--- config.mk ---
export PLATFORM = sky130hd
export DESIGN_NAME = rv_pipeline_top
export DESIGN_NICKNAME = d
export VERILOG_FILES = /design/src/verilog/rv_pkg.sv /design/src/verilog/decode_stage.sv /design/src/verilog/execute_stage.sv /design/src/verilog/pipeline_control.sv /design/src/verilog/register_file.sv /design/src/verilog/retire_stage.sv /design/src/verilog/rv_pipeline_top.sv
export SDC_FILE = /design/constraint.sdc
export NUM_CORES = 2
export LEC_CHECK = 0
export BUFFER_PORTS_ARGS = -buffer_cell sky130_fd_sc_hd__buf_2
export CORE_AREA = 5 5 363 365
export CTS_BUF_LIST = sky130_fd_sc_hd__clkbuf_8
export DETAILED_ROUTE_END_ITERATION = 10
export DIE_AREA = 0 0 368 370
export GPL_TIMING_DRIVEN = 1
export PLACE_DENSITY = 0.8
export SYNTH_ARGS = -nofsm -noshare
export SYNTH_HDL_FRONTEND = slang
export SYNTH_SLANG_ARGS = --single-unit
--- constraint.sdc ---
create_clock -name clk -period 3.8 [get_ports clk]
set_input_delay 0.38 -clock clk [delete_from_list [all_inputs] [get_ports clk]]
set_output_delay 0.38 -clock clk [all_outputs]
set_load 0.005 [all_outputs]
--- src/verilog/rv_pkg.sv ---
package rv_pkg;

    // ======================================================================
    // Widths
    // ======================================================================

    localparam int XLEN       = 32;
    localparam int REG_ADDR_W = 5;

    // ======================================================================
    // Encodings
    // ======================================================================

    // Major opcodes handled by the pipeline, anything else is a bubble
    typedef enum logic [6:0] {
        OP_R_TYPE = 7'b0110011,
        OP_I_TYPE = 7'b0010011
    } opcode_e;

    typedef enum logic [3:0] {
        ALU_ADD  = 4'd0,
        ALU_SUB  = 4'd1,
        ALU_AND  = 4'd2,
        ALU_OR   = 4'd3,
        ALU_XOR  = 4'd4,
        ALU_SLL  = 4'd5,
        ALU_SRL  = 4'd6,
        ALU_SRA  = 4'd7,
        ALU_SLT  = 4'd8,
        ALU_SLTU = 4'd9
    } alu_op_e;

    // ======================================================================
    // Stage payloads
    // ======================================================================

    // Register write, also used as an in-flight destination
    typedef struct packed {
        logic                  we;
        logic [REG_ADDR_W-1:0] rd;
        logic [XLEN-1:0]       data;
    } reg_write_t;

    // Decoded instruction
    // we is already cleared for rd zero and for unknown opcodes
    typedef struct packed {
        logic                  we;
        logic [REG_ADDR_W-1:0] rd;
        logic [REG_ADDR_W-1:0] rs1;
        logic [REG_ADDR_W-1:0] rs2;
        alu_op_e               alu_op;
        logic                  imm_sel;
        logic [XLEN-1:0]       imm;
    } id_ctrl_t;

    // ID/EX register contents
    typedef struct packed {
        logic                  we;
        logic [REG_ADDR_W-1:0] rd;
        alu_op_e               alu_op;
        logic                  imm_sel;
        logic [XLEN-1:0]       op1;
        logic [XLEN-1:0]       op2;
        logic [XLEN-1:0]       imm;
    } id_ex_t;

endpackage
--- src/verilog/decode_stage.sv ---
`timescale 1ns/100ps

module decode_stage (
    input  logic               clk,
    input  logic               rst_n,
    input  rv_pkg::id_ctrl_t   dec,
    input  logic               stall,
    input  rv_pkg::reg_write_t wr,
    output rv_pkg::id_ex_t     id_ex,
    output rv_pkg::reg_write_t ex_dest
);

    logic [rv_pkg::XLEN-1:0] rs1_data;
    logic [rv_pkg::XLEN-1:0] rs2_data;
    rv_pkg::id_ex_t          id_ex_d;
    rv_pkg::id_ex_t          id_ex_q;
    logic                    we_q;

    register_file u_regfile (
        .clk   (clk),
        .rst_n (rst_n),
        .wr    (wr),
        .rs1   (dec.rs1),
        .rs2   (dec.rs2),
        .rd1   (rs1_data),
        .rd2   (rs2_data)
    );

    always_comb begin
        // A stalled instruction enters EX as a bubble
        id_ex_d.we      = dec.we && !stall;
        id_ex_d.rd      = dec.rd;
        id_ex_d.alu_op  = dec.alu_op;
        id_ex_d.imm_sel = dec.imm_sel;
        id_ex_d.op1     = rs1_data;
        id_ex_d.op2     = rs2_data;
        id_ex_d.imm     = dec.imm;
    end

    // ID/EX write enable
    always_ff @(posedge clk or negedge rst_n) begin
        if (!rst_n) begin
            we_q <= 1'b0;
        end else begin
            we_q <= id_ex_d.we;
        end
    end

    // ID/EX operands and control
    always_ff @(posedge clk) begin
        id_ex_q <= id_ex_d;
    end

    always_comb begin
        id_ex    = id_ex_q;
        id_ex.we = we_q;
    end

    // Result not known yet, only the destination matters to the interlock
    assign ex_dest = '{we: we_q, rd: id_ex_q.rd, data: '0};

endmodule

--- src/verilog/execute_stage.sv ---
`timescale 1ns/100ps

module execute_stage (
    input  logic               clk,
    input  logic               rst_n,
    input  rv_pkg::id_ex_t     id_ex,
    output rv_pkg::reg_write_t ex_mem
);

    logic [rv_pkg::XLEN-1:0]       op_a;
    logic [rv_pkg::XLEN-1:0]       op_b;
    logic [4:0]                    shamt;
    logic [rv_pkg::XLEN-1:0]       alu_result;
    logic                          we_q;
    logic [rv_pkg::REG_ADDR_W-1:0] rd_q;
    logic [rv_pkg::XLEN-1:0]       data_q;

    // ======================================================================
    // ALU
    // ======================================================================

    assign op_a  = id_ex.op1;
    assign op_b  = id_ex.imm_sel ? id_ex.imm : id_ex.op2;
    assign shamt = op_b[4:0];

    always_comb begin
        case (id_ex.alu_op)
            rv_pkg::ALU_ADD:  alu_result = op_a + op_b;
            rv_pkg::ALU_SUB:  alu_result = op_a - op_b;
            rv_pkg::ALU_AND:  alu_result = op_a & op_b;
            rv_pkg::ALU_OR:   alu_result = op_a | op_b;
            rv_pkg::ALU_XOR:  alu_result = op_a ^ op_b;
            rv_pkg::ALU_SLL:  alu_result = op_a << shamt;
            rv_pkg::ALU_SRL:  alu_result = op_a >> shamt;
            rv_pkg::ALU_SRA:  alu_result = $signed(op_a) >>> shamt;
            rv_pkg::ALU_SLT:
                alu_result = {{(rv_pkg::XLEN-1){1'b0}}, $signed(op_a) < $signed(op_b)};
            rv_pkg::ALU_SLTU:
                alu_result = {{(rv_pkg::XLEN-1){1'b0}}, op_a < op_b};
            default:          alu_result = '0;
        endcase
    end

    // ======================================================================
    // EX/MEM register
    // ======================================================================

    always_ff @(posedge clk or negedge rst_n) begin
        if (!rst_n) begin
            we_q <= 1'b0;
        end else begin
            we_q <= id_ex.we;
        end
    end

    always_ff @(posedge clk) begin
        rd_q   <= id_ex.rd;
        data_q <= alu_result;
    end

    assign ex_mem = '{we: we_q, rd: rd_q, data: data_q};

endmodule

--- src/verilog/pipeline_control.sv ---
`timescale 1ns/100ps

module pipeline_control #(
    parameter logic [rv_pkg::XLEN-1:0] RESET_PC = '0
) (
    input  logic                    clk,
    input  logic                    rst_n,
    input  logic [rv_pkg::XLEN-1:0] imem_insn,
    input  rv_pkg::reg_write_t      ex_dest,
    input  rv_pkg::reg_write_t      mem_dest,
    input  rv_pkg::reg_write_t      wb_dest,
    input  rv_pkg::reg_write_t      rf_dest,
    output logic [rv_pkg::XLEN-1:0] imem_addr,
    output rv_pkg::id_ctrl_t        dec,
    output logic                    stall
);

    logic [rv_pkg::XLEN-1:0] pc_q;
    rv_pkg::opcode_e         opcode;
    logic [2:0]              funct3;
    logic                    funct7_alt;
    logic                    is_r_type;
    logic                    is_i_type;
    logic                    raw_hit;

    // True when a live destination matches rs1, or rs2 if it is a source
    function automatic logic dest_hit(
        input rv_pkg::reg_write_t          dest,
        input logic [rv_pkg::REG_ADDR_W-1:0] rs1,
        input logic [rv_pkg::REG_ADDR_W-1:0] rs2,
        input logic                        rs2_used
    );
        dest_hit = dest.we && ((dest.rd == rs1) || (rs2_used && (dest.rd == rs2)));
    endfunction

    // ======================================================================
    // Program counter
    // ======================================================================

    always_ff @(posedge clk or negedge rst_n) begin
        if (!rst_n) begin
            pc_q <= RESET_PC;
        end else if (!stall) begin
            pc_q <= pc_q + rv_pkg::XLEN'(4);
        end
    end

    assign imem_addr = pc_q;

    // ======================================================================
    // Instruction decode
    // ======================================================================

    assign opcode     = rv_pkg::opcode_e'(imem_insn[6:0]);
    assign funct3     = imem_insn[14:12];
    assign funct7_alt = imem_insn[30];
    assign is_r_type  = (opcode == rv_pkg::OP_R_TYPE);
    assign is_i_type  = (opcode == rv_pkg::OP_I_TYPE);

    always_comb begin
        dec.rd      = imem_insn[11:7];
        dec.rs1     = imem_insn[19:15];
        dec.rs2     = imem_insn[24:20];
        dec.imm_sel = is_i_type;
        // Sign-extended I-type immediate, shamt sits in its low bits
        dec.imm     = {{(rv_pkg::XLEN-12){imem_insn[31]}}, imem_insn[31:20]};
        // Unknown opcodes and writes to x0 never write back
        dec.we      = (is_r_type || is_i_type) && (imem_insn[11:7] != '0);

        case (funct3)
            // Bit 30 is an immediate bit for addi, so sub is R-type only
            3'b000:  dec.alu_op = (is_r_type && funct7_alt) ? rv_pkg::ALU_SUB
                                                            : rv_pkg::ALU_ADD;
            3'b001:  dec.alu_op = rv_pkg::ALU_SLL;
            3'b010:  dec.alu_op = rv_pkg::ALU_SLT;
            3'b011:  dec.alu_op = rv_pkg::ALU_SLTU;
            3'b100:  dec.alu_op = rv_pkg::ALU_XOR;
            3'b101:  dec.alu_op = funct7_alt ? rv_pkg::ALU_SRA : rv_pkg::ALU_SRL;
            3'b110:  dec.alu_op = rv_pkg::ALU_OR;
            default: dec.alu_op = rv_pkg::ALU_AND;
        endcase
    end

    // ======================================================================
    // Interlock
    // ======================================================================

    // No forwarding, so wait until the producer has left WB
    assign raw_hit = dest_hit(ex_dest,  dec.rs1, dec.rs2, is_r_type) ||
                     dest_hit(mem_dest, dec.rs1, dec.rs2, is_r_type) ||
                     dest_hit(wb_dest,  dec.rs1, dec.rs2, is_r_type) ||
                     dest_hit(rf_dest,  dec.rs1, dec.rs2, is_r_type);

    // Bubbles read nothing and never stall
    assign stall = (is_r_type || is_i_type) && raw_hit;

endmodule

--- src/verilog/register_file.sv ---
`timescale 1ns/100ps

module register_file (
    input  logic                          clk,
    input  logic                          rst_n,
    input  rv_pkg::reg_write_t            wr,
    input  logic [rv_pkg::REG_ADDR_W-1:0] rs1,
    input  logic [rv_pkg::REG_ADDR_W-1:0] rs2,
    output logic [rv_pkg::XLEN-1:0]       rd1,
    output logic [rv_pkg::XLEN-1:0]       rd2
);

    localparam int NUM_REGS = 2 ** rv_pkg::REG_ADDR_W;

    logic [rv_pkg::XLEN-1:0] regs [NUM_REGS];

    always_ff @(posedge clk or negedge rst_n) begin
        if (!rst_n) begin
            for (int i = 0; i < NUM_REGS; i++) begin
                regs[i] <= '0;
            end
        end else if (wr.we) begin
            regs[wr.rd] <= wr.data;
        end
    end

    // x0 is hardwired to zero
    assign rd1 = (rs1 == '0) ? '0 : regs[rs1];
    assign rd2 = (rs2 == '0) ? '0 : regs[rs2];

endmodule

--- src/verilog/retire_stage.sv ---
`timescale 1ns/100ps

module retire_stage (
    input  logic               clk,
    input  logic               rst_n,
    input  rv_pkg::reg_write_t ex_mem,
    output rv_pkg::reg_write_t mem_wb,
    output rv_pkg::reg_write_t wb
);

    // Index 0 is MEM/WB, index 1 is WB
    localparam int DEPTH = 2;

    logic [DEPTH-1:0]              we_q;
    logic [rv_pkg::REG_ADDR_W-1:0] rd_q   [DEPTH];
    logic [rv_pkg::XLEN-1:0]       data_q [DEPTH];

    always_ff @(posedge clk or negedge rst_n) begin
        if (!rst_n) begin
            we_q <= '0;
        end else begin
            we_q <= {we_q[DEPTH-2:0], ex_mem.we};
        end
    end

    // Memory slot carries the ALU result unchanged
    always_ff @(posedge clk) begin
        rd_q[0]   <= ex_mem.rd;
        data_q[0] <= ex_mem.data;
        rd_q[1]   <= rd_q[0];
        data_q[1] <= data_q[0];
    end

    assign mem_wb = '{we: we_q[0], rd: rd_q[0], data: data_q[0]};
    assign wb     = '{we: we_q[1], rd: rd_q[1], data: data_q[1]};

endmodule

--- src/verilog/rv_pipeline_top.sv ---
`timescale 1ns/100ps

module rv_pipeline_top #(
    parameter logic [rv_pkg::XLEN-1:0] RESET_PC = '0
) (
    input  logic                    clk,
    input  logic                    rst_n,
    input  logic [rv_pkg::XLEN-1:0] imem_insn,
    output logic [rv_pkg::XLEN-1:0] imem_addr,
    output rv_pkg::reg_write_t      retire
);

    rv_pkg::id_ctrl_t   dec;
    logic               stall;
    rv_pkg::id_ex_t     id_ex;
    rv_pkg::reg_write_t ex_dest;
    rv_pkg::reg_write_t ex_mem;
    rv_pkg::reg_write_t mem_wb;
    rv_pkg::reg_write_t wb;

    // Fetch, decode and interlock
    pipeline_control #(
        .RESET_PC (RESET_PC)
    ) u_control (
        .clk       (clk),
        .rst_n     (rst_n),
        .imem_insn (imem_insn),
        .ex_dest   (ex_dest),
        .mem_dest  (ex_mem),
        .wb_dest   (mem_wb),
        .rf_dest   (wb),
        .imem_addr (imem_addr),
        .dec       (dec),
        .stall     (stall)
    );

    decode_stage u_decode (
        .clk     (clk),
        .rst_n   (rst_n),
        .dec     (dec),
        .stall   (stall),
        .wr      (wb),
        .id_ex   (id_ex),
        .ex_dest (ex_dest)
    );

    execute_stage u_execute (
        .clk    (clk),
        .rst_n  (rst_n),
        .id_ex  (id_ex),
        .ex_mem (ex_mem)
    );

    retire_stage u_retire (
        .clk    (clk),
        .rst_n  (rst_n),
        .ex_mem (ex_mem),
        .mem_wb (mem_wb),
        .wb     (wb)
    );

    assign retire = wb;

endmodule

### Yosys cells after proc, flatten, opt, wreduce, memory -nomap -nowiden

Memory sizes are Yosys's and may differ from the RTL's.
Cells that the tools add are included.

* register bits: 1183
* memory bits (writable): 74
* bits of input ports: 34
* output and inout port bits: 70
* logic and storage cells: 130
* memories: 2

* add/sub/neg operators: 3
* $lt $le $gt $ge: 6
* equality and inequality tests: 25
* shift-type cells: 3
* multiplexer cells: 14
* bitwise logic cells: 6
* reductions and logical operators: 27

Memory list
* u_retire.data_q: words 2, width 32, rd ports 2, clocked after memory_dff 0, wr ports 2, RTL line retire_stage.sv:16 `logic [rv_pkg::XLEN-1:0] data_q [DEPTH];`
* u_retire.rd_q: words 2, width 5, rd ports 2, clocked after memory_dff 0, wr ports 2, RTL line retire_stage.sv:15 `logic [rv_pkg::REG_ADDR_W-1:0] rd_q [DEPTH];`

Operators with widths (count)
* $bwmux W1024: 1
* $bmux W32 S5: 2
* $pmux W32 S10: 1
* $mux W32: 6
* $demux W32 S5: 1
* $lt A32 B32 Y1: 2
* $eq A5 B5 Y1: 8
* $add A32 B3 Y32 const B: 1
* $add A32 B32 Y32: 1
* $and A32 B32 Y32: 1
* $or A32 B32 Y32: 1
* $shl A32 B5 Y32: 1
* $shr A32 B5 Y32: 1
* $sshr A32 B5 Y32: 1
* $sub A32 B32 Y32: 1
* $xor A32 B32 Y32: 1
* $pmux W4 S7: 1
* $ge A6 B6 Y1 const B: 3
* $not A5 Y6: 3
* $eq A4 B3 Y1 const B: 4
* $logic_and A1 B1 Y1: 13
* $logic_not A5 Y1: 2
* $eq A3 B3 Y1 const B: 3
* $eq A4 B2 Y1 const B: 2
* 13 further kinds: 23

### Logic depth before layout (Yosys ltp)

* depth after elaboration: 10
* depth in mapped cells: 18
* depth with buffers taken out: 14

### By module

Synthesis repeated with hierarchy kept, for this count alone.

* cells, all modules: 5446
* area total of the unflattened synthesis: 70626.5 sq um

Modules (own cells, without submodules)
* register_file: instances 1, cells an instance 3507, area an instance 54164.4 sq um, sequential area each 25624.6 sq um
* execute_stage: instances 1, cells an instance 1452, area an instance 10032.1 sq um, sequential area each 765.7 sq um
* decode_stage: instances 1, cells an instance 148, area an instance 2457.4 sq um, sequential area each 2147.1 sq um
* pipeline_control: instances 1, cells an instance 263, area an instance 2441.1 sq um, sequential area each 750.7 sq um
* retire_stage: instances 1, cells an instance 76, area an instance 1531.5 sq um, sequential area each 1531.5 sq um

### Least setup slack after synthesis

Ideal clock, no wire load.

* path kind: flip-flop to flip-flop
* start: register u_decode.id_ex_q, in the netlist u_decode.id_ex[96]
* end: register u_execute.data_q[0] (netlist name)
* setup time: 0.126 ns
* arrival: 3.745 ns
* data required time: 3.674 ns
* path slack: -0.071 ns
* stages on the path, launching flop included: 18
* buffers on the path: 4
* clock period less this slack: 3.871 ns
* cells stage by stage: dfxtp_1 > buf_6 > mux2i_4 > inv_2 > buf_6 > buf_2 > buf_2 > ha_1 > fa_1 > nor3_1 > o31ai_1 > o211a_1 > o31ai_1 > a21oi_1 > o21bai_1 > a21oi_1 > nor4_1 > o21ai_0

* longest elaborated chain between the ends: 3
* elaborated cells between the ends (all ways): 12
* classes of those cells: add/sub: 2; order compare: 2; shift: 3; mux: 2; bitwise: 3

RTL lines
* start: declaration: RTL line decode_stage.sv:16 `rv_pkg::id_ex_t id_ex_q;`
* start signal: assignment: RTL line decode_stage.sv:51 `id_ex_q <= id_ex_d;`
* $mux W32 *: RTL line execute_stage.sv:23 `assign op_b = id_ex.imm_sel ? id_ex.imm : id_ex.op2;`
* $sub A32 B32 Y32, or another cell as far along: RTL line execute_stage.sv:29 `rv_pkg::ALU_SUB: alu_result = op_a - op_b;`
* $pmux W32 S10 *: RTL line execute_stage.sv:27 `case (id_ex.alu_op)`
* end signal: assignment: RTL line execute_stage.sv:58 `data_q <= alu_result;`
* end: declaration: RTL line execute_stage.sv:16 `logic [rv_pkg::XLEN-1:0] data_q;`

Mark *: on every way between the ends. The rest lies on a longest branch, timed or not.
A chain may end at the register's enable or synchronous reset.

### Worst setup path in the final report

* start: register u_decode.id_ex_q, in the netlist u_decode.id_ex[96]
* end: register u_execute.data_q[27] (netlist name)

* longest elaborated chain between the ends: 3
* elaborated cells between the ends (all ways): 10
* classes of those cells: add/sub: 2; shift: 3; mux: 2; bitwise: 3

RTL lines (RTL line)
* $mux W32 *: execute_stage.sv:23
* $sub A32 B32 Y32, or another cell as far along: execute_stage.sv:29
* $pmux W32 S10 *: execute_stage.sv:27

Marks and branches as above.

==> flow_summary_export.csv <==
group,metric,value,unit
synth,synthCells,5316,
sta,maxSlewViolCount,0,
critical_path,arrival,4.47,ns
critical_path,slowest_delay,0.44,ns
cts,clkTransAtPathRegs,0.07,ns
cts,cts_buffers,198,
flow_run,max-cap-violations,0,
cts,root_buffer,"clkbuf_8",
sta,max_slew.worst_pin.slew,1.37,ns
power_and_ir_drop,power_density,386,nW/µm²
placement,pre_cts_slack,-0.0679,ns
global_route,overflow,0,
synth,ys_types,87,
sta,final_hold_viol_count,0,
critical_path,r2r_start,"u_decode.id_ex[96]",
critical_path,crit_chain,"buf_12 -> and2_2 -> a21oi_1 -> ha_2 -> inv_1 -> a21oi_1 -> o31ai_1 -> a2111oi_1 -> o31ai_1 -> buf_4 -> a21boi_1 -> o31ai_2 -> buf_4 -> a2111o_1 -> nand4_1",
placement,io_buffers,101,
route,viasPerCell,7.01,
placement,gp_congestion,1.01,
critical_path,critical_path_required,4.67,ns
floorplan,core,128000,µm²
power_and_ir_drop,ir_drop,409,µV
sta,period_share,94.6,%
sta,setup_viol,0,
route,wirelength,226000,µm
critical_path,ff2ff_setup_slack,0.20,ns
critical_path,crit_slowest_cell,"ha_2",
critical_path,critPathTopFamily,"compound AO/OA/AOI/OAI gates",
synth,ys_async_sr_fraction,84.3,%
sta,fin_crit,3.60,ns
synth,synth_area,69700,µm²
critical_path,cp-endpoint,"u_execute.data_q[27]",
synth,synth_top_cell_by_area,"dfrtp_1",
route,first_iter_violations,6286,
floorplan,die-width,368,µm
sta,timing.fmax,0.278,GHz
critical_path,startpoint,"u_decode.id_ex[96]",
synth,synth_top_area_share,38.0,%
run_status,run_status,"finished, final reports clean",
layout,area_delta_synth_final,11.5,%
layout,drive_gt1_share,43.0,%
floorplan,core.rowCount,132,
route,vias,50861,
sta,rsz0062_at_grt,"false",
placement,dp_hpwl,144000,µm
sta,finalSetupTns,0,ns
power_and_ir_drop,finalPower,30.0,mW
cts,clk_latency,0.94,ns
route,drtPass1Iterations,6,
placement,placed_cells,6856,
layout,fin_nets,5543,
critical_path,worstSetupPathType,"flop to flop",
global_route,grt_pass1_vias,52098,
floorplan,initial_utilization,54.3,%
sta,maxSlewHeadroom,8.76,%
critical_path,end_kind,"flop",
critical_path,reg2reg_to,"u_execute.data_q[27]",
synth,synth_edf_count,0,
critical_path,worst-path-buf-inv,4,
synth,yosysWarnings,0,
global_route,grt_max_degree,97,
route,drc,0,
sta,fin_skew,0.0380,ns
floorplan,pin_count,104,
synth,synth_flop_cell,"dfrtp_1",
synth,avgSynthCellArea,13.1,µm²
synth,ys_ff_latch,1255,
global_route,antenna_found_initial,14,
global_route,grt_usage,33.0,%
critical_path,cp-start-kind,"flop",
route,routedWlPerCell,31.2,µm
global_route,grt_pass1_wl,338000,µm
cts,tritoncts,"yes",
power_and_ir_drop,p_leak,35.9,nW
cts,cts.htree.levels,4,
synth,synth-seq-area-share,43.6,%
route,ant_nets,0,
floorplan,die-area,136000,µm²
critical_path,critPathMaxFanout,14,
min_path,hp-class,"primary input to flop",
synth,synth_area_leaders,"dfrtp_1 (38%), mux2_2 (18%), mux4_2 (16%)",
floorplan,die_y,370,µm
sta,fin_ws,0.204,ns
critical_path,rr_worst_depth,15,
critical_path,cp.depth,15,
cts,clock_sinks,1255,
layout,fin_cells,7255,
cts,clock_path_buffers,3,
## how the worst min path moves through the flow
| stage | from | to | cells past startpoint |
|---|---|---|---|
| 3_5_place_dp | u_execute.data_q[1] | u_retire.data_q[0][1] | 0 |
| 4_1_cts | imem_insn[21] | u_decode.id_ex[1] | 2 |
| 6_report | imem_insn[21] | u_decode.id_ex[1] | 2 |
| 3_3_place_gp | u_retire.data_q[0][4] | u_retire.data_q[0][36] | 0 |
| 5_1_grt | imem_insn[21] | u_decode.id_ex[1] | 2 |
| 2_1_floorplan | rst_n | u_control.imem_addr[10] | 0 |
## per-layer routing
metal | part of all wire (%) | global-route usage [%]
met1 | 37 | 43.0
met2 | 46 | 50.7
met3 | 11 | 9.30
met4 | 5.9 | 17.1
met5 | 0.070 | 0.641
## power breakdown
part           internal [mW]  switching [mW]  total, mW
logic                   1.30            2.32       3.62
registers               13.7           0.506       14.2
clock network           6.48            5.68       12.2
## kinds of logic after synthesis
kind of cell | Yosys count | synth area share [%]
xor+xnor | 73 | 0.917
compound gates | 747 | 7.41
flops | 1255 | 43.6
mux | 1901 | 38.4
simple gates | 615 | 4.03
fa+ha+maj | 100 | 1.82
buf+inv | 624 | 3.82
other cells | 1 | 0.00538
## sequential cells by signal, indices dropped and copies added, names as in the netlist, 5 cells and up
register                 cells
u_decode.u_regfile.regs   1024
u_execute.data_q            32
u_execute.rd_q               5
u_decode.id_ex              81
u_retire.data_q             64
u_decode.ex_dest             5
u_retire.rd_q               10
u_control.imem_addr         30
## synthesized netlist by cell type (all sizes together) (8+ instances only)
cell and n:
a21oi 169, o21ai 106, a21o 13, a211oi 32
o211ai 38, and3 12, xor2 23, nand2 166
dfrtp 1058, nor4 16, inv 90, a22o 21
nand2b 18, a311oi 8, o21bai 17, nand3 53
clkbuf 297, nand4 13, a221oi 53, nor2 202
nor2b 22, a211o 33, nor3 74, o21a 8
mux2 1109, a31oi 20, o31ai 12, or3 11
mux4 501, dfxtp 197, mux2i 291, o221ai 75
xnor2 50, buf 236, ha 98, a22oi 15
o22ai 76
## per-stage QoR
step	utilization (%)	area, µm²	hold slack, ns
6_report	60.5	77700	0.0789
3_5_place_dp	56.9	73100	0.312
4_1_cts	60.4	77600	0.00122
2_1_floorplan	-	69700	0.0844
3_3_place_gp	56.9	73100	0.311
5_1_grt	60.5	77700	0.0224
## cell type report
class,instances,area (µm²)
Antenna cell,6,15.0
Clock buffer,256,3520
Clock inverter,109,696
Fill cell,9503,50800
Inverter,91,347
Multi-Input combinational cell,3438,36900
Sequential cell,1255,30400
Tap cell,1675,2100
Timing Repair Buffer,425,3680
## placed cells by master (no fill, tap or decap), types with 33 or more instances in the layout
master       n
a211o_1     33
dfrtp_1   1058
nor3_1      68
a21oi_1    168
a221oi_1    53
xnor2_1     50
buf_2       90
ha_1        97
clkbuf_8   256
o221ai_1    75
nor2_1     186
nand2_1    148
dfxtp_1    196
o22ai_1     76
mux2_2    1109
inv_1      143
nand3_1     53
o211ai_1    37
o21ai_0    101
mux2i_1    284
buf_4      255
mux4_2     496
buf_12      49
## what timing repair did
item | CTS | global route
setup buffers | 0 | 2
endpoints found under the hold margin | 127 | 0
endpoints found under the setup margin | 1 | 14
resized for setup | 1 | 14
hold buffers | 26 | 0
Note: power is estimated with default switching activity, not from simulation.
